File: src/source/cpuPkg.sv
package cpuPkg;

	localparam int dataWidth = 16;
	localparam int addrWidth = 10;
	localparam int regCount = 16;

	typedef logic [dataWidth-1:0] word_t;
	typedef logic [addrWidth-1:0] addr_t;
	typedef logic [$clog2(regCount)-1:0] regIdx_t;
	typedef logic [7:0] imm_t;

	// opcode in [15:12], rd in [11:8], rs in [7:4] or imm8 in [7:0]
	typedef enum logic [3:0] {
		opAdd, opSub, opAnd, opOr,
		opXor, opMov, opAddi, opMovi,
		opLui, opLoad, opStor, opCmp,
		opBeq, opBlt, opJmp, opHalt
	} opcode_t;

	typedef enum logic [2:0] {
		aluAdd, aluSub, aluAnd, aluOr, aluXor, aluPassB
	} aluOp_t;

	typedef struct packed {
		logic carry;
		// unsigned a < b
		logic low;
		logic overflow;
		logic zero;
		// signed a < b
		logic negative;
	} flags_t;

	typedef enum logic [2:0] {
		sIdle, sFetch, sDecode, sExecute, sMemRead, sWriteBack, sHalt
	} cpuState_t;

	typedef enum logic [1:0] {
		pcHold, pcInc, pcBranch, pcJump
	} pcSel_t;

	// register write source
	typedef enum logic [1:0] {
		loadAlu, loadRam, loadImm
	} loadSel_t;

	typedef struct packed {
		logic write;
		addr_t addr;
		word_t data;
	} hostCmd_t;

	typedef struct packed {
		logic regEn;
		logic ramEn;
		logic pcEn;
		// alu operand b from immediate; with loadImm, byte goes to upper half
		logic immSel;
		logic signedImm;
		// port A address from rsrc instead of pc
		logic ramAddrSel;
		loadSel_t loadSel;
		pcSel_t pcSel;
		aluOp_t aluOp;
		regIdx_t rdest;
		regIdx_t rsrc;
		imm_t imm;
	} ctrl_t;

endpackage

File: src/source/regFile.sv
`timescale 1ns/1ps

module regFile (
	input  logic Clk,
	input  logic arstN,
	input  logic en,
	input  cpuPkg::regIdx_t rdest,
	input  cpuPkg::regIdx_t rsrc,
	input  cpuPkg::word_t load,
	output cpuPkg::word_t rdestOut,
	output cpuPkg::word_t rsrcOut
);

	cpuPkg::word_t regs [cpuPkg::regCount];

	always_ff @(posedge Clk or negedge arstN) begin
		if (!arstN) begin
			for (int i = 0; i < cpuPkg::regCount; i++) begin
				regs[i] <= '0;
			end
		end else if (en) begin
			regs[rdest] <= load;
		end
	end

	// both reads combinational
	assign rdestOut = regs[rdest];
	assign rsrcOut = regs[rsrc];

	// an X on the enable would smear a register silently
	enKnown: assert property (@(posedge Clk) disable iff (!arstN)
		!$isunknown(en));

endmodule

File: config.mk
export PLATFORM = sky130hd
export DESIGN_NAME = regFile
export DESIGN_NICKNAME = d
export VERILOG_FILES = /design/src/source/cpuPkg.sv /design/src/source/regFile.sv
export SDC_FILE = /design/constraint.sdc
export NUM_CORES = 1
export LEC_CHECK = 0
export BUFFER_PORTS_ARGS = -buffer_cell sky130_fd_sc_hd__buf_2
export CAP_MARGIN = 20
export CORE_UTILIZATION = 35
export DETAILED_ROUTE_END_ITERATION = 7
export GPL_ROUTABILITY_DRIVEN = 0
export RECOVER_POWER = 50
export SYNTH_ARGS = -nofsm -noshare
export SYNTH_HDL_FRONTEND = slang
export SYNTH_SLANG_ARGS = --single-unit
File: constraint.sdc
create_clock -name Clk -period 3 [get_ports Clk]
set_input_delay 0.6 -clock Clk [delete_from_list [all_inputs] [get_ports Clk]]
set_output_delay 0.6 -clock Clk [all_outputs]
set_load 0.1 [all_outputs]
==> results_dict.tcl <==
set metrics [dict create \
    status "finished clean" \
    clk_path_buf_depth 3 \
    setup_viol 0 \
    reg_top3 "regs (256)" \
    dieArea_sq_mm 0.0393 \
    syn_nets 877 \
    synth_async_sr_flop_share 1.00 \
    drive_above_1_share 0.614 \
    worst_pin_slew_ps 1390 \
    use_met1 0.272 \
    synthTopCellsByCount "dfrtp_1, mux2_2, mux4_2" \
    synthCells 850 \
    yosysTopAreaCellShare 0.476 \
    p_int_mw 8.00 \
    via_per_inst 5.73 \
    setup_ws_ps 140 \
    fin_skew_ps 0 \
    io-pin-count 59 \
    synth.distinct_cells 26 \
    largest_reg_flops 256 \
    drv_slew 0 \
    synthMostInstantiatedCell "dfrtp_1" \
    syn_to_final_growth_pct 17.8 \
    synth-seq-cells 256 \
    syn_area_per_cell_sq_um 15.8 \
    dp_slack_ps 30.0 \
    fp.coreArea_sq_mm 0.0378 \
    crit_fanout 13 \
    power.switching_mw 3.78 \
    port_buffers 58 \
    power_frac_clock 0.296 \
    cts-htree-levels 1 \
    firstDrtPassIters 7 \
    drt-total-wl_um 38400 \
    fin_area_sq_mm 0.0159 \
    comb_power_share 0.291 \
    rows 71 \
    rsz0062_at_grt "no" \
    fillCellCount 3367 \
    wire_per_inst_um 26.3 \
    max_cap_violations 0 \
    path_class "in -> out" \
    switching_share 0.321 \
    hp-class "in -> reg" \
    post-synth-top-area-cell "dfrtp_1" \
    hold_viol 0 \
    drtIter0Drc 610 \
    start_util 0.357 \
    grt_util_met3 0.0344 \
    track_usage 0.205 \
    dpl.hpwl_um 25400 \
    largest-register "regs" \
    cts_tree "yes" \
    synth.area.top_cells "dfrtp_1, mux4_2, mux2_2" \
    die_w_um 198 \
    cts.clk_slew.worst_paths_ps 60 \
    final.period_utilization 0.953 \
    die_y_um 198 \
    hold_slack_ps 507 \
    final_nets 955 \
    endpoint_kind "output pin" \
    vdd_drop_max_uv 333 \
    grt_pass1_wl_um 59000 \
    synth_flop_cell "dfrtp_1" \
    place_area_sq_mm 0.0150 \
    antenna_found_initial 2 \
    relSlewSlack 0.0757 \
    antenna_left 0 \
    crit_required_ps 2400 \
    vias 8367 \
    crit_arrival_ps 2260 \
    grt_max_degree 87 \
    finalSetupTns_ps 0 \
    p_leak_nw 6.59 \
    ys_seq_area_frac 0.476 \
    powerDensity_mw_per_mm2 742 \
    cts_sinks 256 \
    fin_crit_ps 2860 \
    clk_latency_ps 550 \
    numCtsBuffers 28 \
    grt-ovfl-total 0 \
    synth-edff-count 0 \
    grt_pass1_vias 8876 \
    cts-root-buf "clkbuf_16" \
    grt.met2_usage 0.337 \
    netlist_area_sq_mm 0.0135 \
    power.sequential.fraction 0.413 \
    grt.busiest_layer "met2" \
    fmax_ghz 0.350 \
    drc_errors 0 \
    start_kind "input port" \
    yosysWarnings 0 \
]
==> layout make-up <==
class | count | area (sq um) | share of cell area
Multi-Input combinational cell | 513 | 6720 | 0.424
Clock inverter | 7 | 85.1 | 0.00536
Sequential cell | 256 | 6410 | 0.404
Clock buffer | 44 | 842 | 0.0531
Tap cell | 511 | 639 | 0.0403
Antenna cell | 1 | 2.50 | 0.000158
Timing Repair Buffer | 129 | 1170 | 0.0737
==> routing by layer <==
layer / routed length, um / up-vias
met1: 15900 / 4550
met3: 2120 / 75
met4: 1250 / 2
met2: 19200 / 252
li1: - / 3488
met5: 14 / -
==> layout by cell type (no fill, tap or decap) <==
cell and instances:
nor3_1 1, clkbuf_2 3, nor3_4 5, nand2b_4 1, nor4_4 1, buf_4 48, nor2_1 3, buf_12 26
clkbuf_1 12, clkbuf_16 29, buf_6 2, nand3b_1 2, mux2_4 10, nand3_1 2, dlygate4sd3_1 1, diode_2 1
mux2_2 245, clkbuf_8 6, a22oi_1 64, nand2_1 17, nand2_2 17, bufinv_16 2, and2_1 2, nor2b_2 4
nor2_2 5, mux4_2 128, buf_2 46, or4_1 1, or3_1 2, nand2b_1 2, clkinv_2 5, dfrtp_1 256
mux2_1 1
==> per-stage QoR <==
step	instances	util	power, mW
CTS	1460	0.422	11.9
floorplan	850	-	7.38
finish	1461	0.420	11.8
global placement	1408	0.397	8.26
detailed placement	1408	0.397	8.34
global route	1460	0.420	12.3
==> logic make-up after synthesis <==
group / Yosys count / synth area share
and+or+nand+nor: 65 / 0.0276
buffers and inverters: 81 / 0.0301
AOI/OAI and AO/OA: 64 / 0.0357
muxes: 384 / 0.431
DFF: 256 / 0.476
==> power by group through the flow <==
stage,clock [mW],sequential [mW],combinational [mW]
CTS,3.57,4.84,3.45
global placement,0,4.87,3.39
detailed placement,0,4.90,3.45
floorplan,0,4.68,2.70
global route,3.68,4.98,3.60
finish,3.49,4.86,3.42
==> final timing paths <==
check,from,end,slack (ps),cells after the start
worst max-delay path,rdest[0],rdestOut[9],140,6
worst min register to register,regs[216],regs[216],520,1
min in group asynchronous,arstN,regs[170],920,2
worst max register to register,regs[226],regs[226],2200,1
max in group asynchronous,arstN,regs[67],610,3
worst min-delay path,load[12],regs[252],510,2
==> worst max-delay path: stages <==
cell     delay, ps
buf_6          230
buf_4          250
mux4_2         510
a22oi_1        230
nand2_2        110
buf_2          310
==> timing repair <==
action                                  CTS  global route
endpoints found under the setup margin    0             5
gates resized for setup                   0             1
setup buffers                             0             0
hold buffers                              1             0
endpoints found under the hold margin    45             0
No activity file was read; power rests on OpenSTA's default activity.
