$ cat config.mk
export PLATFORM = sky130hd
export DESIGN_NAME = programCounter
export DESIGN_NICKNAME = d
export VERILOG_FILES = /design/src/source/cpuPkg.sv /design/src/source/programCounter.sv
export SDC_FILE = /design/constraint.sdc
export NUM_CORES = 1
export LEC_CHECK = 0
export BUFFER_PORTS_ARGS = -buffer_cell sky130_fd_sc_hd__clkbuf_2
export CAP_MARGIN = 20
export CORE_AREA = 2 2 45 52
export DETAILED_ROUTE_END_ITERATION = 12
export DIE_AREA = 0 0 47 54
export HOLD_SLACK_MARGIN = 0.03
export PLACE_DENSITY_LB_ADDON = 0.15
export SLEW_MARGIN = 10
export SYNTH_ARGS = -nofsm -noshare
export SYNTH_HDL_FRONTEND = slang
export SYNTH_SLANG_ARGS = --single-unit
$ cat constraint.sdc
create_clock -name Clk -period 5.11 [get_ports Clk]
set_clock_uncertainty 0.1 [all_clocks]
set_input_delay 0.511 -clock Clk [delete_from_list [all_inputs] [get_ports Clk]]
set_output_delay 0.511 -clock Clk [all_outputs]
set_load 0.005 [all_outputs]
$ cat src/source/cpuPkg.sv
package cpuPkg;

	localparam int dataWidth = 16;
	localparam int addrWidth = 10;
	localparam int regCount = 16;

	typedef logic [dataWidth-1:0] word_t;
	typedef logic [addrWidth-1:0] addr_t;
	typedef logic [$clog2(regCount)-1:0] regIdx_t;
	typedef logic [7:0] imm_t;

	// opcode in [15:12], rd in [11:8], rs in [7:4] or imm8 in [7:0]
	typedef enum logic [3:0] {
		opAdd, opSub, opAnd, opOr,
		opXor, opMov, opAddi, opMovi,
		opLui, opLoad, opStor, opCmp,
		opBeq, opBlt, opJmp, opHalt
	} opcode_t;

	typedef enum logic [2:0] {
		aluAdd, aluSub, aluAnd, aluOr, aluXor, aluPassB
	} aluOp_t;

	typedef struct packed {
		logic carry;
		// unsigned a < b
		logic low;
		logic overflow;
		logic zero;
		// signed a < b
		logic negative;
	} flags_t;

	typedef enum logic [2:0] {
		sIdle, sFetch, sDecode, sExecute, sMemRead, sWriteBack, sHalt
	} cpuState_t;

	typedef enum logic [1:0] {
		pcHold, pcInc, pcBranch, pcJump
	} pcSel_t;

	// register write source
	typedef enum logic [1:0] {
		loadAlu, loadRam, loadImm
	} loadSel_t;

	typedef struct packed {
		logic write;
		addr_t addr;
		word_t data;
	} hostCmd_t;

	typedef struct packed {
		logic regEn;
		logic ramEn;
		logic pcEn;
		// alu operand b from immediate; with loadImm, byte goes to upper half
		logic immSel;
		logic signedImm;
		// port A address from rsrc instead of pc
		logic ramAddrSel;
		loadSel_t loadSel;
		pcSel_t pcSel;
		aluOp_t aluOp;
		regIdx_t rdest;
		regIdx_t rsrc;
		imm_t imm;
	} ctrl_t;

endpackage

$ cat src/source/programCounter.sv
`timescale 1ns/1ps

module programCounter (
	input  logic Clk,
	input  logic arstN,
	input  logic en,
	input  logic clear,
	input  cpuPkg::pcSel_t sel,
	input  cpuPkg::word_t offset,
	input  cpuPkg::word_t target,
	output cpuPkg::addr_t pc
);

	always_ff @(posedge Clk or negedge arstN) begin
		if (!arstN) begin
			pc <= '0;
		end else if (clear) begin
			pc <= '0;
		end else if (en) begin
			unique case (sel)
				cpuPkg::pcInc: begin
					pc <= pc + 1'b1;
				end
				// offset is relative to this instruction, wraps mod memory size
				cpuPkg::pcBranch: begin
					pc <= pc + offset[cpuPkg::addrWidth-1:0];
				end
				cpuPkg::pcJump: begin
					pc <= target[cpuPkg::addrWidth-1:0];
				end
				default: begin
					pc <= pc;
				end
			endcase
		end
	end

endmodule

==> results.json <==
{
  "r2r_setup_slack_ns": 2.75,
  "critical_path_required_ns": 5.18,
  "wl_mm": 2.26,
  "n_fill_cell": 209,
  "maxSlewHeadroom_pct": 56.8,
  "final_core_util_pct": 56.4,
  "worst_hold_path.num_cells": 3,
  "cts.sinks": 10,
  "peakVddDrop_mv": 0.225,
  "grt_max_degree": 18,
  "ioPinCount": 48,
  "synth_top_cells_by_area": "dfrtp_1, ha_1, and2_1",
  "drive_above_1_share_pct": 29.6,
  "final_max_slew_viol_count": 0,
  "cts_buffer_depth": 2,
  "track_usage_pct": 20.1,
  "htree_num_levels": 1,
  "area_delta_synth_final_pct": 25.9,
  "num_rows": 18,
  "core_area_um2": 2070,
  "rsz0062_at_grt": "false",
  "grt_pass1_vias": 868,
  "critPathKind": "input pin to flip-flop",
  "worstPathMaxFanout": 10,
  "fin_crit_ns": 2.82,
  "outcome": "complete, no violations",
  "fin_nets": 193,
  "crit_arrival_ns": 2.90,
  "cts_root_buf": "clkbuf_4",
  "clk_pin_slew_worst_paths_ns": 0.08,
  "first_pass_iters": 4,
  "rr_endpoint": "pc[8]",
  "final_cells": 172,
  "drc": 0,
  "maxCapViolCount": 0,
  "cts_tree": "built",
  "antennaDiodeCount": 0,
  "overflow": 0,
  "synthCells": 105,
  "setup_viol": 0,
  "gp_congestion": 0.794,
  "top_register": "pc",
  "die_h_um": 54,
  "final_antenna_net_count": 0,
  "ys_seq_area_share_pct": 27.0,
  "numCtsBuffers": 3,
  "portBuffers": 35,
  "wl_per_cell_um": 13.1,
  "total_power_mw": 0.225,
  "largest_register_ffs": 10,
  "dieWidth_um": 47,
  "endpoint_kind": "flip-flop",
  "hold_end": "pc[3]",
  "syn_nets": 155,
  "reg_top3": "pc x10",
  "whs_ns": 0.391,
  "power_density_nw_per_um2": 193,
  "fin_crit_sh_pct": 55.3,
  "synth_top_area_share_pct": 27.0,
  "via_count": 908,
  "grt_pass1_wl_mm": 3.65,
  "setup_tns_ns": 0,
  "dieArea_um2": 2540,
  "p_leak_nw": 0.636,
  "ys_types": 30,
  "max_freq_ghz": 0.354,
  "hpwlAfterDp_mm": 1.76,
  "r2r_cells": 8,
  "hp-class": "input pin to flip-flop",
  "drt-initial-drc-count": 15,
  "dp.cells": 167,
  "yosys.area.top_type": "dfrtp_1",
  "yosys_warnings": 0,
  "max_slew.worst_pin.slew_ns": 0.647,
  "final-hold-violation-count": 0,
  "postSynthAreaPerCell_um2": 8.84,
  "synth_area_um2": 928,
  "r2r_start": "pc[0]",
  "critPathLaunchType": "input pin",
  "antenna_found_initial": 0,
  "worstSkewPairLatency_ns": 0.28,
  "ys_ff_latch": 10,
  "hp-start": "target[3]",
  "initial_core_util_pct": 44.8,
  "viasPerCell": 5.28
}
## report_power, final
| part | switching (mW) | internal [mW] | total (mW) | leakage [nW] |
|---|---|---|---|---|
| logic | 0.0328 | 0.0289 | 0.0617 | 0.478 |
| clock network | 0.0315 | 0.0433 | 0.0748 | 0.0210 |
| registers | 0.00456 | 0.0839 | 0.0885 | 0.137 |
| total | 0.0689 | 0.156 | 0.225 | 0.636 |
## timing repair
action	in CTS	in global routing
hold buffers	1	0
buffers inserted	0	0
endpoints found under the hold margin	10	0
resized for setup	0	0
## cells by family after synthesis
logic type | share of synthesized area [%]
AO/OA/AOI/OAI | 25.3
flip-flops | 27.0
buffers and inverters | 3.23
AND/OR/NAND/NOR | 17.7
XOR/XNOR | 6.60
adder cells (fa/ha/maj) | 17.0
multiplexers | 3.23
## per-layer routing
metal	up-vias	wire [µm]	GRT usage, %
met5	-	0	0
met4	0	0	2.78
met3	0	85	5.03
met2	22	1120	34.2
met1	426	1060	26.1
li1	460	-	-
## per-stage QoR
step / setup slack (ns) / instance area (µm²)
6_report: 2.29 / 1170
5_1_grt: 2.09 / 1170
4_1_cts: 2.29 / 1170
3_5_place_dp: 2.02 / 1120
3_3_place_gp: 2.07 / 1120
2_1_floorplan: 2.48 / 928
## layout by cell type (no fill, tap or decap), drive strengths merged, types with 2 or more instances in the layout
cell type	count
mux2i	3
clkbuf	39
inv	3
a21o	4
xor2	4
and2	8
a211oi	2
nand2b	3
o21ai	12
xnor2	3
nor3	2
nor2	4
a21oi	9
dfrtp	10
ha	11
a32oi	5
nand2	9
## worst max path at each step
stage	start	endpoint
final	sel[0]	pc[8]
after global routing	sel[0]	pc[8]
after CTS	sel[0]	pc[8]
after detailed placement	sel[0]	pc[8]
after global placement	sel[0]	pc[8]
after floorplan	sel[0]	pc[8]
## Yosys cell counts
cell,n
a22o_1,1
nor2_1,4
and2_1,8
nand2_1,9
o21a_1,1
xnor2_1,3
a21oi_2,1
and3_2,1
o21ai_0,2
nand3_1,1
a31oi_1,1
and3b_1,1
a21o_1,4
a21oi_1,8
nor3_1,2
a32oi_1,5
fa_1,1
inv_1,3
a221oi_2,1
mux2i_1,3
nand3b_1,1
a211oi_1,2
buf_6,1
xor2_1,4
clkbuf_1,2
nor3b_1,1
nand2b_1,3
ha_1,11
dfrtp_1,10
o21ai_1,10
## worst max-delay path: stages
cell and delay [ns]:
clkbuf_2 0.09, inv_1 0.06, ha_1 0.39, nand2b_1 0.10, ha_1 0.22, fa_1 0.44
a211oi_1 0.28, nor2_1 0.13, a221oi_2 0.25, xor2_1 0.16, o21ai_1 0.07, a22o_1 0.20
## area by class of cell
| type | count | area [µm²] | share of cell area, % |
|---|---|---|---|
| multi-input combinational | 89 | 648 | 55.5 |
| sequential | 10 | 250 | 21.4 |
| timing repair buffer | 36 | 185 | 15.8 |
| tap | 30 | 37.5 | 3.21 |
| clock buffer | 4 | 36.3 | 3.10 |
| inverter | 3 | 11.3 | 0.964 |
Power figures use the tool's default switching activity.
