===== config.mk =====
export PLATFORM = sky130hd
export DESIGN_NAME = hostPort
export DESIGN_NICKNAME = d
export VERILOG_FILES = /design/src/source/cpuPkg.sv /design/src/source/hostPort.sv
export SDC_FILE = /design/constraint.sdc
export NUM_CORES = 1
export LEC_CHECK = 0
export BUFFER_PORTS_ARGS = -buffer_cell sky130_fd_sc_hd__buf_2
export CORE_MARGIN = 2
export CORE_UTILIZATION = 29
export CTS_CLUSTER_DIAMETER = 60
export DETAILED_ROUTE_END_ITERATION = 8
export PLACE_DENSITY = 0.79
export REMOVE_ABC_BUFFERS = 1
export SLEW_MARGIN = 20
export SYNTH_ARGS = -nofsm -noshare
export SYNTH_HDL_FRONTEND = slang
export SYNTH_SLANG_ARGS = --single-unit

===== constraint.sdc =====
create_clock -name Clk -period 1.2 [get_ports Clk]
set_input_delay 0.18 -clock Clk [delete_from_list [all_inputs] [get_ports Clk]]
set_output_delay 0.18 -clock Clk [all_outputs]
set_load 0.005 [all_outputs]

===== src/source/cpuPkg.sv =====
package cpuPkg;

	localparam int dataWidth = 16;
	localparam int addrWidth = 10;
	localparam int regCount = 16;

	typedef logic [dataWidth-1:0] word_t;
	typedef logic [addrWidth-1:0] addr_t;
	typedef logic [$clog2(regCount)-1:0] regIdx_t;
	typedef logic [7:0] imm_t;

	// opcode in [15:12], rd in [11:8], rs in [7:4] or imm8 in [7:0]
	typedef enum logic [3:0] {
		opAdd, opSub, opAnd, opOr,
		opXor, opMov, opAddi, opMovi,
		opLui, opLoad, opStor, opCmp,
		opBeq, opBlt, opJmp, opHalt
	} opcode_t;

	typedef enum logic [2:0] {
		aluAdd, aluSub, aluAnd, aluOr, aluXor, aluPassB
	} aluOp_t;

	typedef struct packed {
		logic carry;
		// unsigned a < b
		logic low;
		logic overflow;
		logic zero;
		// signed a < b
		logic negative;
	} flags_t;

	typedef enum logic [2:0] {
		sIdle, sFetch, sDecode, sExecute, sMemRead, sWriteBack, sHalt
	} cpuState_t;

	typedef enum logic [1:0] {
		pcHold, pcInc, pcBranch, pcJump
	} pcSel_t;

	// register write source
	typedef enum logic [1:0] {
		loadAlu, loadRam, loadImm
	} loadSel_t;

	typedef struct packed {
		logic write;
		addr_t addr;
		word_t data;
	} hostCmd_t;

	typedef struct packed {
		logic regEn;
		logic ramEn;
		logic pcEn;
		// alu operand b from immediate; with loadImm, byte goes to upper half
		logic immSel;
		logic signedImm;
		// port A address from rsrc instead of pc
		logic ramAddrSel;
		loadSel_t loadSel;
		pcSel_t pcSel;
		aluOp_t aluOp;
		regIdx_t rdest;
		regIdx_t rsrc;
		imm_t imm;
	} ctrl_t;

endpackage


===== src/source/hostPort.sv =====
`timescale 1ns/1ps

module hostPort (
	input  logic Clk,
	input  logic arstN,
	input  logic req,
	input  cpuPkg::hostCmd_t cmd,
	output logic ack,
	output cpuPkg::word_t rdata,
	output cpuPkg::addr_t ramAddr,
	output cpuPkg::word_t ramData,
	output logic ramWe,
	input  cpuPkg::word_t ramQ
);

	typedef enum logic [1:0] {idle, access, acked} hostState_t;

	hostState_t state;

	always_ff @(posedge Clk or negedge arstN) begin
		if (!arstN) begin
			state <= idle;
		end else begin
			unique case (state)
				idle: begin
					if (req) begin
						state <= access;
					end
				end
				access: state <= acked;
				acked: begin
					if (!req) begin
						state <= idle;
					end
				end
				default: state <= idle;
			endcase
		end
	end

	// cmd is stable before req, so ramQ already holds the word in access
	always_ff @(posedge Clk) begin
		if (state == access) begin
			rdata <= ramQ;
		end
	end

	assign ramAddr = cmd.addr;
	assign ramData = cmd.data;
	assign ramWe = (state == access) && cmd.write;
	assign ack = state == acked;

	ackNeedsReq: assert property (@(posedge Clk) disable iff (!arstN)
		$rose(ack) |-> $past(req));

endmodule


==> out/metrics.yaml <==
drt:
  ant_nets: 0
  drt_pass1_iterations: 2
  vias: 432
  wl_per_cell_microns: 19.3
  wl_microns: 1910
  drt_iter0_drc: 3
  viasPerCell: 4.36
  drc: 0
worst_setup_path:
  critPathBufInv: 1
  worstSetupPathType: "reg2out"
  end_kind: "output port"
  r2r_start: "state[1]$_DFFE_PN0P_"
  cp_cell_sequence: "nor2b_4 -> and2_1 -> buf_2"
  crit_arrival_ns: 1.07
  cp_max_fo: 3
  rr_endpoint: "rdata[11]$_DFFE_PN_"
  r2r_slack_ns: 0.09
  start_kind: "flip-flop"
  max_stage_delay_ns: 0.43
  crit_family: "flip-flops"
  cp_slowest_cell: "dfrtp_1"
  worstPathRequired_ns: 1.02
  reg2regPathDepth: 3
finish:
  drive_gt1_share_pct: 66.7
  layout-area-overhead-vs-synth_pct: 14.6
  antenna_cells: 0
  finalNonFillerCells: 99
  final_nets: 116
  postLayoutCoreUtil_pct: 35.4
cts:
  cts_tree: "built"
  cts.clk_slew.worst_paths_ns: 0.10
  htreeDepth: 1
  worstSkewPairLatency_ns: 0.28
  root_buffer: "clkbuf_4"
  cts_made_buffers: 3
  cts_buffer_depth: 2
  clkSinkCount: 18
timing:
  grt_setup_unrepaired: "true"
  finalSetupViolations: 2
  min_period_ns: 1.25
  skew_ns: 0.00957
  final-max-slew-violation-count: 0
  setup_ws_ns: -0.0458
  finalCritPeriodShare_pct: 104
  final-hold-violation-count: 0
  relSlewSlack_pct: 89.2
  fmax_ghz: 0.803
  tightest_slew_ns: 0.162
die:
  dieArea_sq_um: 3060
  core_sq_um: 2480
  pin_count: 90
  rows: 18
  start_util_pct: 30.9
  die_w_microns: 55.3
  dieHeight_microns: 55.3
logic_synthesis:
  ys.flop_type: "edfxtp_1"
  synth_top_area_share_pct: 62.8
  ys_types: 7
  synthTopCellsByArea: "edfxtp_1 (63%), buf_4 (26%), dfrtp_1 (6.5%)"
  synth_warnings: 0
  synth-async-reset-ratio_pct: 11.1
  syn-instance-count: 49
  yosys.area.top_type: "edfxtp_1"
  yosysMostFrequentCell: "buf_4"
  synth_common_cells: "buf_4 (26), edfxtp_1 (16), dfrtp_1 (2), nor2b_2 (2)"
  syn_avg_cell_area_sq_um: 15.6
  synth_edf_count: 16
  synth-seq-cells: 18
  seq_area_frac_synth_pct: 69.4
  syn_area_sq_um: 764
placement:
  dp_hpwl_microns: 1550
  portBuffers: 37
  routabilityCongestion: 0.627
  placed_cells: 92
power_and_ir_drop:
  p_total_w: 0.00160
  max-vdd-ir-drop_mv: 0.791
  p_per_area_nw_per_um2: 1830
  p_leak_nw: 0.388
run_status:
  run_status: "finished, violations left"
  violations: "setup timing"
global_route:
  grt_max_degree: 13
  grt_pass1_vias: 481
  grt_pass1_wl_microns: 2810
  antenna_found_initial: 0
  overflow: 0
  grt.total_usage_pct: 12.9
worst_hold_path:
  min_to: "rdata[8]$_DFFE_PN_"
  min_path_cells: 1
  min_from: "ramQ[8]"
  min_path_type: "in2reg"
run:
  cap_violations: 0
==> state kept, by name (all words and copies together) (netlist names) <==
| register | flops |
|---|---|
| rdata | 16 |
| state | 2 |
==> repair_timing <==
action / 4_1_cts / 5_1_grt
buffers inserted: 2 / 0
pin swaps: 1 / 0
hold endpoints to repair: 2 / 0
hold buffers: 1 / 0
endpoints found under the setup margin: 1 / 2
resized for setup: 1 / 0
==> cells by family (layout without fill, tap and decap cells) <==
| group | after synthesis | in the layout | share of synthesized area [%] |
|---|---|---|---|
| buffers and inverters | 26 | 46 | 25.5 |
| AOI/OAI and AO/OA | 1 | 1 | 0.982 |
| DFF | 18 | 18 | 69.4 |
| and+or+nand+nor | 4 | 4 | 4.09 |
==> metal layers <==
| layer | vias up | global-route usage [%] | share of wire [%] |
|---|---|---|---|
| li1 | 181 | - | - |
| met1 | 198 | 16.0 | 42 |
| met2 | 53 | 14.6 | 38 |
| met3 | 0 | 14.8 | 21 |
| met4 | 0 | 1.05 | 0 |
| met5 | - | 3.57 | 0 |
==> cell type report <==
class / count / area [sq um]
clock buffer: 3 / 22.5
sequential: 18 / 531
tap: 30 / 37.5
clock inverter: 1 / 3.75
timing repair buffer: 42 / 238
fill: 263 / 1600
multi-input combinational: 5 / 43.8
==> per-stage QoR <==
stage	setup TNS, ns	cell area [sq um]	setup slack, ns	hold slack (ns)
final	-0.0785	876	-0.0458	0.0642
after global routing	-0.203	876	-0.103	0.0415
after CTS	-0.0978	876	-0.0524	0.0467
after detailed placement	0	820	0.0974	-0.0346
after global placement	0	820	0.127	-0.0330
after floorplan	-1.18	569	-0.0986	-0.116
==> cell usage in the layout (no fill, tap or decap), drive strengths merged <==
cell type / instances
clkbuf: 3
edfxtp: 16
a21o: 1
nor2b: 2
clkinv: 1
dfrtp: 2
dlygate4sd3: 1
nor3b: 1
and2: 1
buf: 41
==> worst max-delay path by stage <==
| stage | from | endpoint | slack [ns] | depth (start not counted) |
|---|---|---|---|---|
| finish | state[1]$_DFFE_PN0P_ | ramWe | -0.05 | 3 |
| global placement | state[0]$_DFFE_PN0P_ | rdata[11]$_DFFE_PN_ | 0.13 | 2 |
| floorplan | state[0]$_DFFE_PN0P_ | ramWe | -0.1 | 2 |
| CTS | state[1]$_DFFE_PN0P_ | ramWe | -0.05 | 3 |
| detailed placement | state[0]$_DFFE_PN0P_ | rdata[14]$_DFFE_PN_ | 0.1 | 2 |
| global route | state[1]$_DFFE_PN0P_ | ramWe | -0.10 | 3 |
==> worst reg2reg max path: stages (launching register included) <==
cell	delay, ns
dfrtp_1	0.43
nor2b_4	0.13
buf_4	0.14
buf_12	0.13
==> where the power goes <==
part | internal (W) | switching [W]
Sequential | 0.000860 | 0.0000483
Clock | 0.000121 | 0.000162
Combinational | 0.000232 | 0.000175
No activity file was read; power rests on OpenSTA's default activity.
