--- config.mk ---
export PLATFORM = sky130hd
export DESIGN_NAME = cpuFsm
export DESIGN_NICKNAME = d
export VERILOG_FILES = /design/src/source/cpuPkg.sv /design/src/source/cpuFsm.sv
export SDC_FILE = /design/constraint.sdc
export NUM_CORES = 1
export LEC_CHECK = 0
export BUFFER_PORTS_ARGS = -buffer_cell sky130_fd_sc_hd__clkbuf_2
export CORE_ASPECT_RATIO = 0.9
export CORE_MARGIN = 3
export CORE_UTILIZATION = 45
export CTS_CLUSTER_SIZE = 10
export DETAILED_ROUTE_END_ITERATION = 12
export PLACE_DENSITY = 0.82
export SYNTH_ARGS = -nofsm -noshare
export SYNTH_HDL_FRONTEND = slang
export SYNTH_SLANG_ARGS = --single-unit
--- constraint.sdc ---
create_clock -name Clk -period 1.9 [get_ports Clk]
set_input_delay 0.38 -clock Clk [delete_from_list [all_inputs] [get_ports Clk]]
set_output_delay 0.38 -clock Clk [all_outputs]
set_load 0.005 [all_outputs]
--- src/source/cpuPkg.sv ---
package cpuPkg;

	localparam int dataWidth = 16;
	localparam int addrWidth = 10;
	localparam int regCount = 16;

	typedef logic [dataWidth-1:0] word_t;
	typedef logic [addrWidth-1:0] addr_t;
	typedef logic [$clog2(regCount)-1:0] regIdx_t;
	typedef logic [7:0] imm_t;

	// opcode in [15:12], rd in [11:8], rs in [7:4] or imm8 in [7:0]
	typedef enum logic [3:0] {
		opAdd, opSub, opAnd, opOr,
		opXor, opMov, opAddi, opMovi,
		opLui, opLoad, opStor, opCmp,
		opBeq, opBlt, opJmp, opHalt
	} opcode_t;

	typedef enum logic [2:0] {
		aluAdd, aluSub, aluAnd, aluOr, aluXor, aluPassB
	} aluOp_t;

	typedef struct packed {
		logic carry;
		// unsigned a < b
		logic low;
		logic overflow;
		logic zero;
		// signed a < b
		logic negative;
	} flags_t;

	typedef enum logic [2:0] {
		sIdle, sFetch, sDecode, sExecute, sMemRead, sWriteBack, sHalt
	} cpuState_t;

	typedef enum logic [1:0] {
		pcHold, pcInc, pcBranch, pcJump
	} pcSel_t;

	// register write source
	typedef enum logic [1:0] {
		loadAlu, loadRam, loadImm
	} loadSel_t;

	typedef struct packed {
		logic write;
		addr_t addr;
		word_t data;
	} hostCmd_t;

	typedef struct packed {
		logic regEn;
		logic ramEn;
		logic pcEn;
		// alu operand b from immediate; with loadImm, byte goes to upper half
		logic immSel;
		logic signedImm;
		// port A address from rsrc instead of pc
		logic ramAddrSel;
		loadSel_t loadSel;
		pcSel_t pcSel;
		aluOp_t aluOp;
		regIdx_t rdest;
		regIdx_t rsrc;
		imm_t imm;
	} ctrl_t;

endpackage

--- src/source/cpuFsm.sv ---
`timescale 1ns/1ps

module cpuFsm (
	input  logic Clk,
	input  logic arstN,
	input  logic run,
	input  cpuPkg::word_t instr,
	input  cpuPkg::flags_t aluFlags,
	output cpuPkg::ctrl_t ctrl,
	output logic pcClear,
	output logic halted
);

	cpuPkg::cpuState_t state;
	cpuPkg::cpuState_t nextState;
	cpuPkg::word_t ir;
	cpuPkg::flags_t flagsQ;
	cpuPkg::opcode_t opcode;
	logic updatesFlags;

	assign opcode = cpuPkg::opcode_t'(ir[15:12]);
	assign updatesFlags = opcode inside {cpuPkg::opAdd, cpuPkg::opSub,
		cpuPkg::opAddi, cpuPkg::opCmp};

	always_comb begin
		nextState = state;
		unique case (state)
			cpuPkg::sIdle: begin
				if (run) begin
					nextState = cpuPkg::sFetch;
				end
			end
			cpuPkg::sFetch: nextState = cpuPkg::sDecode;
			cpuPkg::sDecode: nextState = cpuPkg::sExecute;
			cpuPkg::sExecute: begin
				if (opcode == cpuPkg::opLoad) begin
					nextState = cpuPkg::sMemRead;
				end else if (opcode == cpuPkg::opHalt) begin
					nextState = cpuPkg::sHalt;
				end else begin
					nextState = cpuPkg::sFetch;
				end
			end
			cpuPkg::sMemRead: nextState = cpuPkg::sWriteBack;
			cpuPkg::sWriteBack: nextState = cpuPkg::sFetch;
			cpuPkg::sHalt: begin
				if (!run) begin
					nextState = cpuPkg::sIdle;
				end
			end
			default: nextState = cpuPkg::sIdle;
		endcase
	end

	always_ff @(posedge Clk or negedge arstN) begin
		if (!arstN) begin
			state <= cpuPkg::sIdle;
			halted <= 1'b0;
			ir <= '0;
			flagsQ <= '0;
		end else begin
			state <= nextState;
			halted <= nextState == cpuPkg::sHalt;
			// ram output holds the fetched word during decode
			if (state == cpuPkg::sDecode) begin
				ir <= instr;
			end
			if (state == cpuPkg::sExecute && updatesFlags) begin
				flagsQ <= aluFlags;
			end
		end
	end

	// pc pinned at 0 while idle and on the way back from halt
	assign pcClear = (state == cpuPkg::sIdle) || (state == cpuPkg::sHalt && !run);

	always_comb begin
		ctrl = '0;
		ctrl.rdest = ir[11:8];
		ctrl.rsrc = ir[7:4];
		ctrl.imm = ir[7:0];
		ctrl.loadSel = cpuPkg::loadAlu;
		ctrl.pcSel = cpuPkg::pcInc;
		ctrl.aluOp = cpuPkg::aluAdd;
		unique case (state)
			cpuPkg::sExecute: begin
				ctrl.pcEn = opcode != cpuPkg::opHalt;
				unique case (opcode)
					cpuPkg::opAdd: ctrl.regEn = 1'b1;
					cpuPkg::opSub: begin
						ctrl.regEn = 1'b1;
						ctrl.aluOp = cpuPkg::aluSub;
					end
					cpuPkg::opAnd: begin
						ctrl.regEn = 1'b1;
						ctrl.aluOp = cpuPkg::aluAnd;
					end
					cpuPkg::opOr: begin
						ctrl.regEn = 1'b1;
						ctrl.aluOp = cpuPkg::aluOr;
					end
					cpuPkg::opXor: begin
						ctrl.regEn = 1'b1;
						ctrl.aluOp = cpuPkg::aluXor;
					end
					cpuPkg::opMov: begin
						ctrl.regEn = 1'b1;
						ctrl.aluOp = cpuPkg::aluPassB;
					end
					cpuPkg::opAddi: begin
						ctrl.regEn = 1'b1;
						ctrl.immSel = 1'b1;
						ctrl.signedImm = 1'b1;
					end
					cpuPkg::opMovi: begin
						ctrl.regEn = 1'b1;
						ctrl.loadSel = cpuPkg::loadImm;
					end
					cpuPkg::opLui: begin
						ctrl.regEn = 1'b1;
						ctrl.immSel = 1'b1;
						ctrl.loadSel = cpuPkg::loadImm;
					end
					cpuPkg::opLoad: ctrl.ramAddrSel = 1'b1;
					cpuPkg::opStor: begin
						ctrl.ramEn = 1'b1;
						ctrl.ramAddrSel = 1'b1;
					end
					cpuPkg::opCmp: ctrl.aluOp = cpuPkg::aluSub;
					cpuPkg::opBeq: begin
						ctrl.signedImm = 1'b1;
						ctrl.pcSel = flagsQ.zero ? cpuPkg::pcBranch : cpuPkg::pcInc;
					end
					cpuPkg::opBlt: begin
						ctrl.signedImm = 1'b1;
						ctrl.pcSel = flagsQ.negative ? cpuPkg::pcBranch : cpuPkg::pcInc;
					end
					cpuPkg::opJmp: ctrl.pcSel = cpuPkg::pcJump;
					default: ctrl.pcSel = cpuPkg::pcHold;
				endcase
			end
			// keep rsrc on the address so the loaded word stays on qA
			cpuPkg::sMemRead: ctrl.ramAddrSel = 1'b1;
			cpuPkg::sWriteBack: begin
				ctrl.ramAddrSel = 1'b1;
				ctrl.regEn = 1'b1;
				ctrl.loadSel = cpuPkg::loadRam;
			end
			default: ctrl.pcSel = cpuPkg::pcHold;
		endcase
	end

	noRegAndRamWrite: assert property (@(posedge Clk) disable iff (!arstN)
		!(ctrl.regEn && ctrl.ramEn));

	// halted only ever follows a decoded halt
	haltedAfterHaltOp: assert property (@(posedge Clk) disable iff (!arstN)
		halted |-> opcode == cpuPkg::opHalt);

endmodule

==> flow_metrics.tcl <==
set metrics [dict create \
    crit_path_start_kind "register" \
    syn-num-nets 152 \
    clk_pin_slew_worst_paths_ps 130 \
    cp_max_fo 5 \
    period_needed_ps 1870 \
    firstDrtPassIters 4 \
    powerDensity_nw_per_um2 1860 \
    initial_core_util_pct 49.1 \
    gp_congestion 0.747 \
    synth_top_family_by_area "multiplexers" \
    tns_ps 0 \
    synth-compound-area-share_pct 10.3 \
    syn_inst 128 \
    ys_seq_area_share_pct 39.2 \
    setup_viol 0 \
    netlist_area_um2 1410 \
    ys_types 42 \
    routed-via-count 1065 \
    worst_slack_ps 29.3 \
    dp.cells 198 \
    boundaryPins 55 \
    critPathCapture "ctrl[19]" \
    worstPathCellList "or3b_4, a21oi_2, o21ai_2, clkbuf_2" \
    cp-startpoint "ir[13]" \
    reg2regPathDepth 4 \
    dieArea_um2 3830 \
    ctsHtreeMaxLevel 1 \
    drt.antenna.violating_nets 0 \
    instances_no_fill 212 \
    p_leak_nw 0.849 \
    worst_path_max_delay_cell "dfrtp_2" \
    synth_area_leaders "dfrtp_1 (39%), mux2_4 (11%), buf_4 (8.5%), mux2_2 (4.8%), buf_6 (2.4%)" \
    fmax_mhz 535 \
    hold_path_class "input port to async pin" \
    drt_iter0_markers 54 \
    synth_top_area_share_pct 39.2 \
    r2r-start "ir[13]" \
    grt_max_degree 23 \
    grt_pass1_vias 1041 \
    synth_seq_cells 22 \
    slew_violations 0 \
    avgViaCountPerCell 5.02 \
    worstPathRequired_ps 1520 \
    num_rows 18 \
    ff2ff_setup_slack_ps 240 \
    wl_per_cell_um 14.8 \
    cts_root_buffer "clkbuf_4" \
    async_flop_share_pct 100 \
    grt_setup_unrepaired "true" \
    dpl_cell_area_um2 1550 \
    portBuffers 51 \
    slowest_delay_ps 460 \
    overflow 0 \
    synth_top_flop_cell "dfrtp_1" \
    syn_avg_cell_area_um2 11.0 \
    dp_hpwl_mm 2.07 \
    cp-end-kind "output pin" \
    cts.sinks 22 \
    ir_worst_vdd_mv 0.921 \
    worst_pin_slew_ps 530 \
    fin_hold_ws_ps 21.0 \
    area_delta_synth_final_pct 25.0 \
    skew_ps 14.3 \
    nFillCells 252 \
    coreArea_um2 2860 \
    hold_viol_final 0 \
    drc_errors 0 \
    synth-edff-count 0 \
    synthAdderAreaFrac_pct 0 \
    drive_gt1_share_pct 61.6 \
    antenna_cells 0 \
    slew_headroom_pct 64.7 \
    antenna_found_initial 0 \
    synth.area.mux_share_pct 17.1 \
    synth_top_area_cell "dfrtp_1" \
    die-width_um 64.9 \
    fin_nets 197 \
    cts_tree "yes" \
    status "finished clean" \
    cts_made_buffers 3 \
    grt_usage_pct 15.6 \
    path_class "register to output pin" \
    cap_viol_max_count 0 \
    die_height_um 59.0 \
    place_worst_setup_slack_ps 153 \
    synth-xor-area-share_pct 1.25 \
    r2r-end "flagsQ[0]" \
    routed_wl_mm 3.15 \
    ctsLongestPathBuffers 2 \
    yosysWarnings 0 \
    yosys.area_share.simple_pct 17.0 \
    period_share_pct 98.5 \
    insertion_delay_ps 310 \
    design_area_um2 1760 \
    grt_pass1_wl_mm 4.59 \
    cp.arrival_ps 1490 \
]
## power by group
part | internal, mW | switching (mW)
clock network | 0.213 | 0.140
registers | 0.712 | 0.228
logic | 1.11 | 0.872
## worst max-delay path: cells and delay by family, from the launching register on
kind,cells,cell delay [ps]
simple gates,1,380
flops,1,460
buf+inv,1,110
compound gates,2,230
## flip-flops by register name (all words and copies together) (netlist names)
name and flops:
ir 16, halted 1, flagsQ 2, state 3
## how the worst min path moves through the flow
stage | slack, ps | depth (start not counted) | to | start
final | 20 | 1 | ir[8] | arstN
after global routing | 50 | 1 | ir[8] | arstN
after CTS | 40 | 1 | ir[8] | arstN
after detailed placement | 390 | 1 | ir[7] | arstN
after global placement | 380 | 1 | ir[9] | arstN
after floorplan | 80 | 0 | flagsQ[0] | arstN
## through the flow
step	power (mW)	utilization, %
global route	3.51	61.4
detailed placement	2.55	54.3
floorplan	2.34	-
global placement	2.46	54.3
CTS	2.99	57.4
finish	3.27	61.4
## routing by layer
metal | track usage [%] | share of wire (%) | routed length [µm]
met5 | 0 | 0 | 0
met3 | 4.93 | 6.1 | 192
met2 | 26.7 | 50 | 1570
met1 | 18.9 | 42 | 1320
met4 | 5.12 | 2.0 | 64
## repair_timing
item / 4_1_cts / 5_1_grt
hold buffers: 0 / 0
pin swaps: 0 / 3
cloned: 0 / 1
endpoints found under the setup margin: 10 / 9
buffers inserted: 2 / 7
resized for setup: 9 / 18
endpoints found under the hold margin: 0 / 0
## synth_stat cells, types with 2 or more instances
cell and instances:
o21ai_0 5, a211oi_1 2, o22ai_1 2, nand2b_1 5, nor2b_1 5, buf_6 3, nor2_1 3, mux2_1 2
nand2_1 4, dfrtp_1 22, buf_4 16, mux2_2 6, buf_2 5, nor2b_4 2, a21oi_1 3, inv_1 3
mux2_4 10, clkbuf_1 2, and2_1 2, nor3_1 4
## cell families after synthesis
family,after synthesis
and+or+nand+nor,36
muxes,18
xor gates and xnor gates,2
buffers and inverters,30
DFF,22
AOI/OAI and AO/OA,20
## cells in the final DEF (no fill, tap or decap), types with 3 or more instances in the layout
master / n
dfrtp_1: 18
mux2_2: 6
nand2b_1: 4
nor3_1: 3
buf_6: 3
clkbuf_4: 3
mux2_4: 10
nor2b_4: 3
buf_4: 12
dfrtp_2: 4
nor2_1: 3
clkbuf_2: 51
nand2_1: 4
## cell type report
| class | instances | area (µm²) | area share, % |
|---|---|---|---|
| well taps | 40 | 50.0 | 2.85 |
| flip-flops and latches | 22 | 556 | 31.6 |
| repair buffers | 67 | 384 | 21.9 |
| clock inverters | 1 | 30.0 | 1.71 |
| inverters | 3 | 11.3 | 0.641 |
| multi-input cells | 76 | 703 | 40.0 |
| clock buffers | 3 | 22.5 | 1.28 |
(Power assumes the default switching activity.)
