<file path="src/source/cpuPkg.sv">
package cpuPkg;

	localparam int dataWidth = 16;
	localparam int addrWidth = 10;
	localparam int regCount = 16;

	typedef logic [dataWidth-1:0] word_t;
	typedef logic [addrWidth-1:0] addr_t;
	typedef logic [$clog2(regCount)-1:0] regIdx_t;
	typedef logic [7:0] imm_t;

	// opcode in [15:12], rd in [11:8], rs in [7:4] or imm8 in [7:0]
	typedef enum logic [3:0] {
		opAdd, opSub, opAnd, opOr,
		opXor, opMov, opAddi, opMovi,
		opLui, opLoad, opStor, opCmp,
		opBeq, opBlt, opJmp, opHalt
	} opcode_t;

	typedef enum logic [2:0] {
		aluAdd, aluSub, aluAnd, aluOr, aluXor, aluPassB
	} aluOp_t;

	typedef struct packed {
		logic carry;
		// unsigned a < b
		logic low;
		logic overflow;
		logic zero;
		// signed a < b
		logic negative;
	} flags_t;

	typedef enum logic [2:0] {
		sIdle, sFetch, sDecode, sExecute, sMemRead, sWriteBack, sHalt
	} cpuState_t;

	typedef enum logic [1:0] {
		pcHold, pcInc, pcBranch, pcJump
	} pcSel_t;

	// register write source
	typedef enum logic [1:0] {
		loadAlu, loadRam, loadImm
	} loadSel_t;

	typedef struct packed {
		logic write;
		addr_t addr;
		word_t data;
	} hostCmd_t;

	typedef struct packed {
		logic regEn;
		logic ramEn;
		logic pcEn;
		// alu operand b from immediate; with loadImm, byte goes to upper half
		logic immSel;
		logic signedImm;
		// port A address from rsrc instead of pc
		logic ramAddrSel;
		loadSel_t loadSel;
		pcSel_t pcSel;
		aluOp_t aluOp;
		regIdx_t rdest;
		regIdx_t rsrc;
		imm_t imm;
	} ctrl_t;

endpackage

</file>
<file path="src/source/alu.sv">
`timescale 1ns/1ps

module alu (
	input  cpuPkg::word_t a,
	input  cpuPkg::word_t b,
	input  cpuPkg::aluOp_t op,
	output cpuPkg::word_t result,
	output cpuPkg::flags_t flags
);

	// one extra bit for the carry out
	logic [cpuPkg::dataWidth:0] sum;
	logic [cpuPkg::dataWidth:0] diff;
	logic signA;
	logic signB;

	assign sum = {1'b0, a} + {1'b0, b};
	// a + ~b + 1, carry set means no borrow
	assign diff = {1'b0, a} + {1'b0, ~b} + 1'b1;
	assign signA = a[cpuPkg::dataWidth-1];
	assign signB = b[cpuPkg::dataWidth-1];

	always_comb begin
		unique case (op)
			cpuPkg::aluAdd: begin
				result = sum[cpuPkg::dataWidth-1:0];
			end
			cpuPkg::aluSub: begin
				result = diff[cpuPkg::dataWidth-1:0];
			end
			cpuPkg::aluAnd: begin
				result = a & b;
			end
			cpuPkg::aluOr: begin
				result = a | b;
			end
			cpuPkg::aluXor: begin
				result = a ^ b;
			end
			cpuPkg::aluPassB: begin
				result = b;
			end
			default: begin
				result = '0;
			end
		endcase
	end

	always_comb begin
		flags = '0;
		if (op == cpuPkg::aluAdd) begin
			flags.carry = sum[cpuPkg::dataWidth];
			// same-sign operands, result sign flipped
			flags.overflow = (signA == signB) &&
				(sum[cpuPkg::dataWidth-1] != signA);
		end else if (op == cpuPkg::aluSub) begin
			flags.carry = diff[cpuPkg::dataWidth];
			flags.overflow = (signA != signB) &&
				(diff[cpuPkg::dataWidth-1] != signA);
		end
		flags.low = a < b;
		flags.negative = $signed(a) < $signed(b);
		flags.zero = result == '0;
	end

endmodule

</file>
<file path="config.mk">
export PLATFORM = sky130hd
export DESIGN_NAME = alu
export DESIGN_NICKNAME = d
export VERILOG_FILES = /design/src/source/cpuPkg.sv /design/src/source/alu.sv
export SDC_FILE = /design/constraint.sdc
export NUM_CORES = 1
export LEC_CHECK = 0
export ABC_CLOCK_PERIOD_IN_PS = 6200
export BUFFER_PORTS_ARGS = -buffer_cell sky130_fd_sc_hd__buf_2
export CORE_ASPECT_RATIO = 1.5
export CORE_MARGIN = 3
export CORE_UTILIZATION = 59
export DETAILED_ROUTE_END_ITERATION = 7
export PLACE_DENSITY = 0.82
export SYNTH_ARGS = -nofsm -noshare
export SYNTH_HDL_FRONTEND = slang
export SYNTH_SLANG_ARGS = --single-unit
</file>
<file path="constraint.sdc">
create_clock -name vclk -period 6.2
set_clock_uncertainty 0.05 [all_clocks]
set_input_delay 1.55 -clock vclk [all_inputs]
set_output_delay 1.55 -clock vclk [all_outputs]
set_load 0.02 [all_outputs]
</file>
==> reports/qor.yml, run 1 <==
outcome: "complete, but fails checks"
violations: "negative setup slack"
holdBufCountCts: 0
synth.avg_cell_area_um2: 6.80
grt_pass1_vias: 3011
io_pins: 56
hpwl_um: 6210
place_inst: 480
rows: 29
drive_above_1_share_pct: 22.0
worstSetupStartpointType: "primary input"
maxUsedRoutingLayer: "met4"
port_buffers: 56
slew_headroom_pct: 41.5
yosysWarnings: 0
min_period_ns: 6.22
syn2layout_area_growth_pct: 15.5
fin_nets: 529
detail_route.vias_per_cell: 6.64
dpl_cell_area_mm2: 0.00298
wl_met2_um: 4120
grt_usage_pct: 30.7
layout.cells.non_filler: 486
drv_slew: 0
wl_um: 8130
grt_max_degree: 30
period_share_pct: 100
num-fill-cells: 392
crit_path_end: "flags[1]"
start_util_pct: 62.1
finalSetupTns_ns: -0.0189
crit_chain: "buf_8 -> inv_4 -> ha_4 -> fa_2 -> or2_4 -> a221oi_4 -> nor2_2 -> o41ai_4 -> nand3_2 -> a311oi_2 -> a21boi_2 -> o32ai_2 -> nor4_1 -> nor3b_2 -> buf_4"
finalSetupViolCount: 1
die_x_um: 60.8
cp.arrival_ns: 4.62
nClkBuffers: 0
power_density_mw_per_mm2: 101
drt-met1-wl_um: 3200
syn_area_mm2: 0.00266
drt-wirelength-per-cell_um: 16.7
vias: 3227
drv_cap: 0
gp_congestion: 0.977
required_ns: 4.60
ant_nets: 0
route.met3.wl_um: 518
ir_drop_v: 0.0000590
die_area_mm2: 0.00537
slowest_delay_ns: 0.44
finalWorstSetupSlack_ns: -0.0189
max_slew.worst_pin.slew_ns: 0.876
drt_iter0_markers: 271
netlist_instances: 391
antenna_cells: 0
critPathKind: "in2out"
critPathCaptureType: "primary output"
core_area_mm2: 0.00428
cp_max_fo: 3
rsz0062_at_grt: "yes"
dieHeight_um: 88.2
yosysUniqueCellTypes: 66
clock.fmax_ghz: 0.161
yosysSeqAreaShare_pct: 0
firstDrtPassIters: 5
hold_viol_final: 0
slowest_stage: "o41ai_4"
overflow: 0
antenna_found_initial: 0
grt_pass1_wl_um: 13300
syn_nets: 478
hp-class: "in2out"
seq_cells: 0
drc: 0
regArea_um2: 0
p_leak_nw: 1.53
crit_start: "a[0]"
final_cell_area_mm2: 0.00307
## where the power goes
part | switching (mW) | internal (mW) | total (mW)
clock network | 0 | 0 | 0
logic | 0.188 | 0.123 | 0.311
registers | 0 | 0 | 0
total | 0.188 | 0.123 | 0.311
## metrics by stage
step           hold WS [ns]  utilization [%]  setup WS [ns]  power, mW
4_1_cts                3.51             69.6         0.0710      0.296
6_report               3.52             71.7        -0.0189      0.311
3_5_place_dp           3.51             69.6         0.0370      0.295
3_3_place_gp           3.49             69.6         0.0810      0.289
2_1_floorplan          3.29                -          0.140      0.212
5_1_grt                3.51             71.7         -0.211      0.339
## worst max-delay path, delay by kind of cell
family,cells,cell delay [ns]
fa+ha+maj,2,0.51
buf+inv,3,0.27
compound gates,5,1.34
simple gates,5,0.96
## Yosys cell counts (all sizes together), types with 3 or more instances
library cell  instances  share of area, %
a211o                 5               1.6
a211oi               11               3.3
a21o                  6               1.7
a21oi                39               7.5
a221oi               11               4.8
a31oi                 3              0.71
buf                   7               1.1
clkbuf               15               2.1
ha                   50                24
inv                  50               7.1
mux2                  3               1.3
mux2i                 4               1.5
nand2                19               2.7
nand2b                6               1.4
nand3                 3              0.75
nor2                 44               6.3
nor2b                 5               1.2
nor3                 12               2.3
nor4                  3              0.71
o211ai                3              0.85
o21ai                22               4.1
o21bai                4               1.1
o221ai                3              0.99
o22ai                 9               2.1
o311ai                3              0.99
o31ai                 5               1.4
or2                   7               1.7
xnor2                 6               2.0
## per-layer routing
layer,vias up,GRT usage (%)
met5,-,0
met4,0,12.6
met3,23,1.02
met2,179,55.0
met1,1503,37.3
li1,1522,-
## layout make-up
type | count | area, um2 | share of cell area [%]
inverters | 50 | 190 | 6.19
repair buffers | 71 | 415 | 13.5
multi-input cells | 319 | 2410 | 78.4
well taps | 46 | 57.6 | 1.87
## cell families after synthesis
family,share of synthesized area [%]
buffers and inverters,10.3
AOI/OAI and AO/OA,38.9
and+or+nand+nor,19.5
muxes,3.62
adders and majority gates,25.0
xor gates and xnor gates,2.63
## timing repair
item	in CTS	in global routing
gates resized for setup	0	13
setup buffers	0	6
endpoints found under the hold margin	0	0
setup endpoints to repair	1	2
pin swaps	1	10
## layout by cell type (no fill, tap or decap), types with 2 or more instances in the layout
cell type  count
buf_2         53
ha_1          49
inv_1         47
nor2_1        43
a21oi_1       38
o21ai_0       20
nand2_1       19
buf_4         16
nor3_1        12
a211oi_1      10
o22ai_1        9
a221oi_1       8
nand2b_1       6
a21o_1         6
xnor2_1        6
a211o_1        5
nor2b_1        5
o31ai_1        5
or2_2          4
o21bai_1       4
mux2i_1        4
o221ai_1       3
o211ai_1       3
a31oi_1        3
nor4_1         3
nand3_1        2
a221o_1        2
a22oi_1        2
or2_1          2
inv_2          2
a221oi_2       2
o21ai_1        2
o2bb2ai_1      2
o311ai_0       2
o21a_1         2
a2bb2oi_1      2
mux2_1         2
xor2_1         2
buf_8          2
## how the worst min path moves through the flow
stage	endpoint	cells after the start	slack, ns	start
5_1_grt	result[8]	3	3.51	b[8]
6_report	result[8]	3	3.52	b[8]
2_1_floorplan	result[5]	2	3.29	b[5]
3_3_place_gp	result[8]	3	3.49	b[8]
4_1_cts	result[8]	3	3.51	b[8]
3_5_place_dp	result[8]	3	3.51	b[8]
Note: power is estimated with default switching activity, not from simulation.
==> inputs of run 2 (changes only) <==
--- a/config.mk
+++ b/config.mk
@@ -10,7 +10,7 @@
 export CORE_ASPECT_RATIO = 1.5
 export CORE_MARGIN = 3
-export CORE_UTILIZATION = 59
+export CORE_UTILIZATION = 35
 export DETAILED_ROUTE_END_ITERATION = 7
-export PLACE_DENSITY = 0.82
+export PLACE_DENSITY = 0.52
 export SYNTH_ARGS = -nofsm -noshare
 export SYNTH_HDL_FRONTEND = slang
==> constraint.sdc (replaced) <==
create_clock -name vclk -period 6.2
set_clock_uncertainty 0.05 [all_clocks]
set_input_delay 1.55 -clock vclk [all_inputs]
set_output_delay 1.55 -clock vclk [all_outputs]
set_load 0.01 [all_outputs]
==> reports/qor.yml, run 2 (synthesized netlist as in run 1, its figures left out) <==
ir_drop_v: 0.0000376  # -36%
die_area_mm2: 0.00870  # +62%
drv_cap: 0  # unchanged
firstDrtPassIters: 4  # -1
drv_slew: 0  # unchanged
required_ns: 4.60  # about the same
vias: 3082  # -4.5%
port_buffers: 56  # unchanged
min_period_ns: 6.03  # -0.188 ns
seq_cells: 0  # unchanged
nClkBuffers: 0  # unchanged
cpLargestDelayFamily: "compound AO/OA/AOI/OAI gates"
final_cell_mix: "56 x buf_2, 49 x inv_1, 48 x ha_1"
clock.fmax_ghz: 0.166  # +3.1%
final_common_cell: "buf_2"
max_slew.worst_pin.slew_ns: 0.913  # +0.0375 ns
finalSetupTns_ns: 0  # +0.0189 ns
io_pins: 56  # unchanged
crit_chain: "buf_2 -> inv_1 -> ha_1 -> a21oi_2 -> o2111ai_2 -> a211o_1 -> a221o_1 -> a21oi_2 -> o21ai_1 -> nand4_1 -> o311ai_1 -> nor4_1 -> nor3b_2 -> buf_2"
critPathCaptureType: "primary output"
drt_iter0_markers: 149  # -45%
grt_pass1_wl_um: 13700  # +2.4%
antenna_cells: 0  # unchanged
slowest_stage: "a211o_1"
finalSetupViolCount: 0  # -1
hpwl_um: 6960  # +12%
grt_usage_pct: 18.7  # -12 points
critPathKind: "in2out"
rows: 38  # +31%
hp-class: "in2out"
power_uw: 304  # -2.4%
drive_above_1_share_pct: 23.9  # +1.8 points
regArea_um2: 0  # unchanged
fin_nets: 529  # unchanged
wl_um: 8680  # +6.8%
overflow: 0  # unchanged
syn2layout_area_growth_pct: 18.4
drt-wirelength-per-cell_um: 16.1  # -3.9%
ant_nets: 0  # unchanged
period_share_pct: 97.3  # -3.0 points
slew_headroom_pct: 38.9  # -2.6 points
outcome: "completed"
dieHeight_um: 113  # +28%
antenna_found_initial: 0  # unchanged
slowest_delay_ns: 0.36  # -0.08 ns
gp_congestion: 0.906  # -7.3%
cp_max_fo: 3  # unchanged
cp.arrival_ns: 4.43  # -0.19 ns
grt_max_degree: 29  # -3.3%
power_density_mw_per_mm2: 96.3  # -4.9%
cp_num_buf_inv: 3  # unchanged
die_x_um: 77.2  # +27%
worstSetupStartpointType: "primary input"
detail_route.vias_per_cell: 5.71  # -14%
drc: 0  # unchanged
grt_pass1_vias: 2912  # -3.3%
hold_viol_final: 0  # unchanged
start_util_pct: 36.3  # -26 points
p_leak_nw: 1.53  # +0.19%
core_area_mm2: 0.00732  # +71%
[run 2: cell types whose count changed in the layout (fill, tap and decap cells not counted), moves of 2 or more]
cell,delta
a21oi_2,+2
a21oi_1,-2
ha_2,+2
inv_1,+2
buf_2,+3
buf_8,-2
[run 2: layer usage]
layer	track usage, %	wire length (um)	vias to the layer above
met2	35.9	4550	97
met1	21.9	3490	1456
li1	-	-	1510
met3	0.637	383	19
met4	6.18	255	0
met5	0	0	-
[run 2: report_power, final]
group / total [mW] / switching, mW / internal (mW)
Sequential: 0 / 0 / 0
Combinational: 0.304 / 0.178 / 0.126
Clock: 0 / 0 / 0
[run 2: per-stage QoR]
step                      util [%]  setup WS, ns  instances  hold slack (ns)  cell area [um2]
after floorplan                  -         0.333        391             3.22             2660
after global placement        41.9       0.00161        537             3.49             3070
after detailed placement      41.9     -0.000968        537             3.49             3070
after CTS                     42.0       0.00472        537             3.49             3080
after global routing          43.0      -0.00225        540             3.57             3150
final                         43.0         0.170        540             3.53             3150
[run 2: final timing paths]
path,from,to,slack [ns],cells past startpoint
worst min-delay path,b[5],result[5],3.53,4
worst max-delay path,a[1],flags[1],0.17,14
[run 2: area by class of cell]
cell class	count	area (um2)
fill	852	4170
timing repair buffer	71	393
tap	100	125
multi-input combinational	319	2440
inverter	50	188
[run 2: worst min-delay path, stage by stage]
cell and delay, ns:
buf_2 0.10, a221oi_1 0.08, o31ai_1 0.14, buf_2 0.16
[run 2: timing repair]
item / 4_1_cts / 5_1_grt
hold buffers: 0 / 0
buffers inserted: 0 / 3
gates resized for setup: 1 / 13
pin swaps: 0 / 13
cloned: 0 / 0
setup endpoints to repair: 1 / 1
==> inputs of run 3 (changes only) <==
ABC_AREA = 1   (was unset)
PLACE_DENSITY = 0.51   (was 0.52)
==> reports/qor.yml, run 3 <==
cp_max_fo: 4  # +1
die_x_um: 82.5  # +6.9%
firstDrtPassIters: 5  # +1
core_area_mm2: 0.00846  # +16%
drive_above_1_share_pct: 10.4  # -13 points
yosysWarnings: 0  # unchanged
port_buffers: 56  # unchanged
final_common_cell: "nand2_1"
drv_slew: 0  # unchanged
final_cell_area_mm2: 0.00338  # +7.4%
synth.avg_cell_area_um2: 5.08  # -25%
finalSetupTns_ns: 0  # unchanged
ctsResizeCount: 0  # -1
min_period_ns: 5.54  # -0.493 ns
syn_area_mm2: 0.00307  # +15%
min_path_cells: 4  # unchanged
io_pins: 56  # unchanged
cp_num_buf_inv: 4  # +1
worstSetupStartpointType: "primary input"
hp-class: "in2out"
yosysSeqAreaShare_pct: 0  # unchanged
num-fill-cells: 1029  # +21%
start_util_pct: 36.3  # -0.055 points
power_density_mw_per_mm2: 87.6  # -9.1%
wl_um: 11200  # +29%
slowest_delay_ns: 0.41  # +0.05 ns
ant_nets: 0  # unchanged
overflow: 0  # unchanged
antenna_cells: 0  # unchanged
gp_congestion: 1.03  # +14%
max_slew.worst_pin.slew_ns: 0.763  # -0.150 ns
hold_viol_final: 0  # unchanged
holdBufCountCts: 0  # unchanged
finalSetupViolCount: 0  # unchanged
syn_nets: 692  # +45%
cp_common_cell: "nand2_1"
critPathKind: "in2out"
grt_pass1_wl_um: 17700  # +29%
drc: 0  # unchanged
yosys-top-cells-count: "186 x nand2_1, 125 x inv_1, 78 x nand3_1, 60 x nor2_1, 50 x ha_1"
clock.fmax_ghz: 0.181  # +8.9%
drt_iter0_markers: 266  # +79%
yosysTopAreaCell: "nand2_1"
ir_drop_v: 0.0000346  # -7.9%
drt-wirelength-per-cell_um: 14.9  # -7.3%
regArea_um2: 0  # unchanged
postCtsSetupRepairBufs: 0  # unchanged
detail_route.vias_per_cell: 5.14  # -10%
netlist_instances: 605  # +55%
vias: 3859  # +25%
grt_usage_pct: 22.7  # +4.0 points
yosysMostFrequentCell: "nand2_1"
slowest_stage: "fa_1"
cpLargestDelayFamily: "simple AND/OR/NAND/NOR gates"
final_cell_mix: "186 x nand2_1, 125 x inv_1, 78 x nand3_1"
grt_max_degree: 17  # -41%
dieHeight_um: 121  # +7.0%
p_leak_nw: 2.15  # +41%
seq_cells: 0  # unchanged
fin_nets: 733  # +39%
dpl_cell_area_mm2: 0.00338  # +10%
period_share_pct: 89.3  # -8.0 points
antenna_found_initial: 0  # unchanged
nClkBuffers: 0  # unchanged
grt_pass1_vias: 3533  # +21%
synth_area_leaders: "nand2_1 23%, ha_1 20%, inv_1 15%"
hpwl_um: 9330  # +34%
slew_headroom_pct: 49.0  # +10 points
outcome: "completed"
die_area_mm2: 0.00996  # +14%
cp.arrival_ns: 3.94  # -0.49 ns
required_ns: 4.60  # about the same
yosysTopAreaCellShare_pct: 22.7  # -0.78 points
yosysUniqueCellTypes: 31  # -53%
rsz0062_at_grt: "no"
crit_chain: "buf_2 -> ha_1 -> inv_1 -> fa_1 -> inv_1 -> nand2_1 -> nand2_1 -> nand3_1 -> nand3_1 -> nand2_1 -> nor2_1 -> nand2_1 -> nor2_1 -> nand2_1 -> nor2_1 -> nand3_1 -> nor2_1 -> buf_2"
critPathCaptureType: "primary output"
syn2layout_area_growth_pct: 10.2
worstSetupPathDepth: 18  # +4
rows: 41  # +7.9%
drv_cap: 0  # unchanged
[run 3: cell types whose count changed in the layout (fill, tap and decap cells not counted), moves of 12 or more]
cell     delta
buf_4      -15
inv_1      +76
nand3_1    +76
a21oi_1    -14
nor2_1     +17
o21ai_0    -12
nand4_1    +12
nand2_1   +167
[run 3: kinds of logic after synthesis]
logic type                 synth area share, %
AOI/OAI and AO/OA                         10.9
xor gates and xnor gates                 0.571
adders and majority gates                 21.7
buffers and inverters                     19.3
and+or+nand+nor                           47.6
[run 3: tightest hold or removal path, delay by kind of cell]
| kind | cells | cell delay (ns) |
|---|---|---|
| buf+inv | 2 | 0.24 |
| simple gates | 2 | 0.15 |
[run 3: final timing paths]
path,start,to,slack [ns]
setup / recovery,b[0],flags[1],0.66
hold / removal,b[0],result[0],3.45
[run 3: cell type report]
class / count / area [um2] / share of cell area, %
inverter: 131 / 492 / 14.5
multi-input combinational: 457 / 2480 / 73.2
tap: 107 / 134 / 3.96
timing repair buffer: 56 / 280 / 8.28
[run 3: layer usage]
layer,share of wire [%],vias to the layer above,track usage (%)
li1,-,1971,-
met1,38,1749,26.6
met2,55,120,43.6
met3,4.4,19,0.596
met4,3.0,0,5.51
met5,0,-,0
[run 3: power breakdown]
part / switching [mW] / total, mW / internal, mW
combinational: 0.199 / 0.296 / 0.0971
sequential: 0 / 0 / 0
clock: 0 / 0 / 0
[run 3: stage by stage]
step | total power, mW | instances | util [%] | hold slack [ns] | setup WS, ns
final | 0.296 | 751 | 40.0 | 3.45 | 0.663
after global routing | 0.335 | 751 | 40.0 | 3.49 | 0.425
after CTS | 0.296 | 751 | 40.0 | 3.45 | 0.635
after detailed placement | 0.294 | 751 | 40.0 | 3.45 | 0.643
after global placement | 0.294 | 751 | 40.0 | 3.43 | 0.581
after floorplan | 0.202 | 605 | - | 3.22 | 1.36
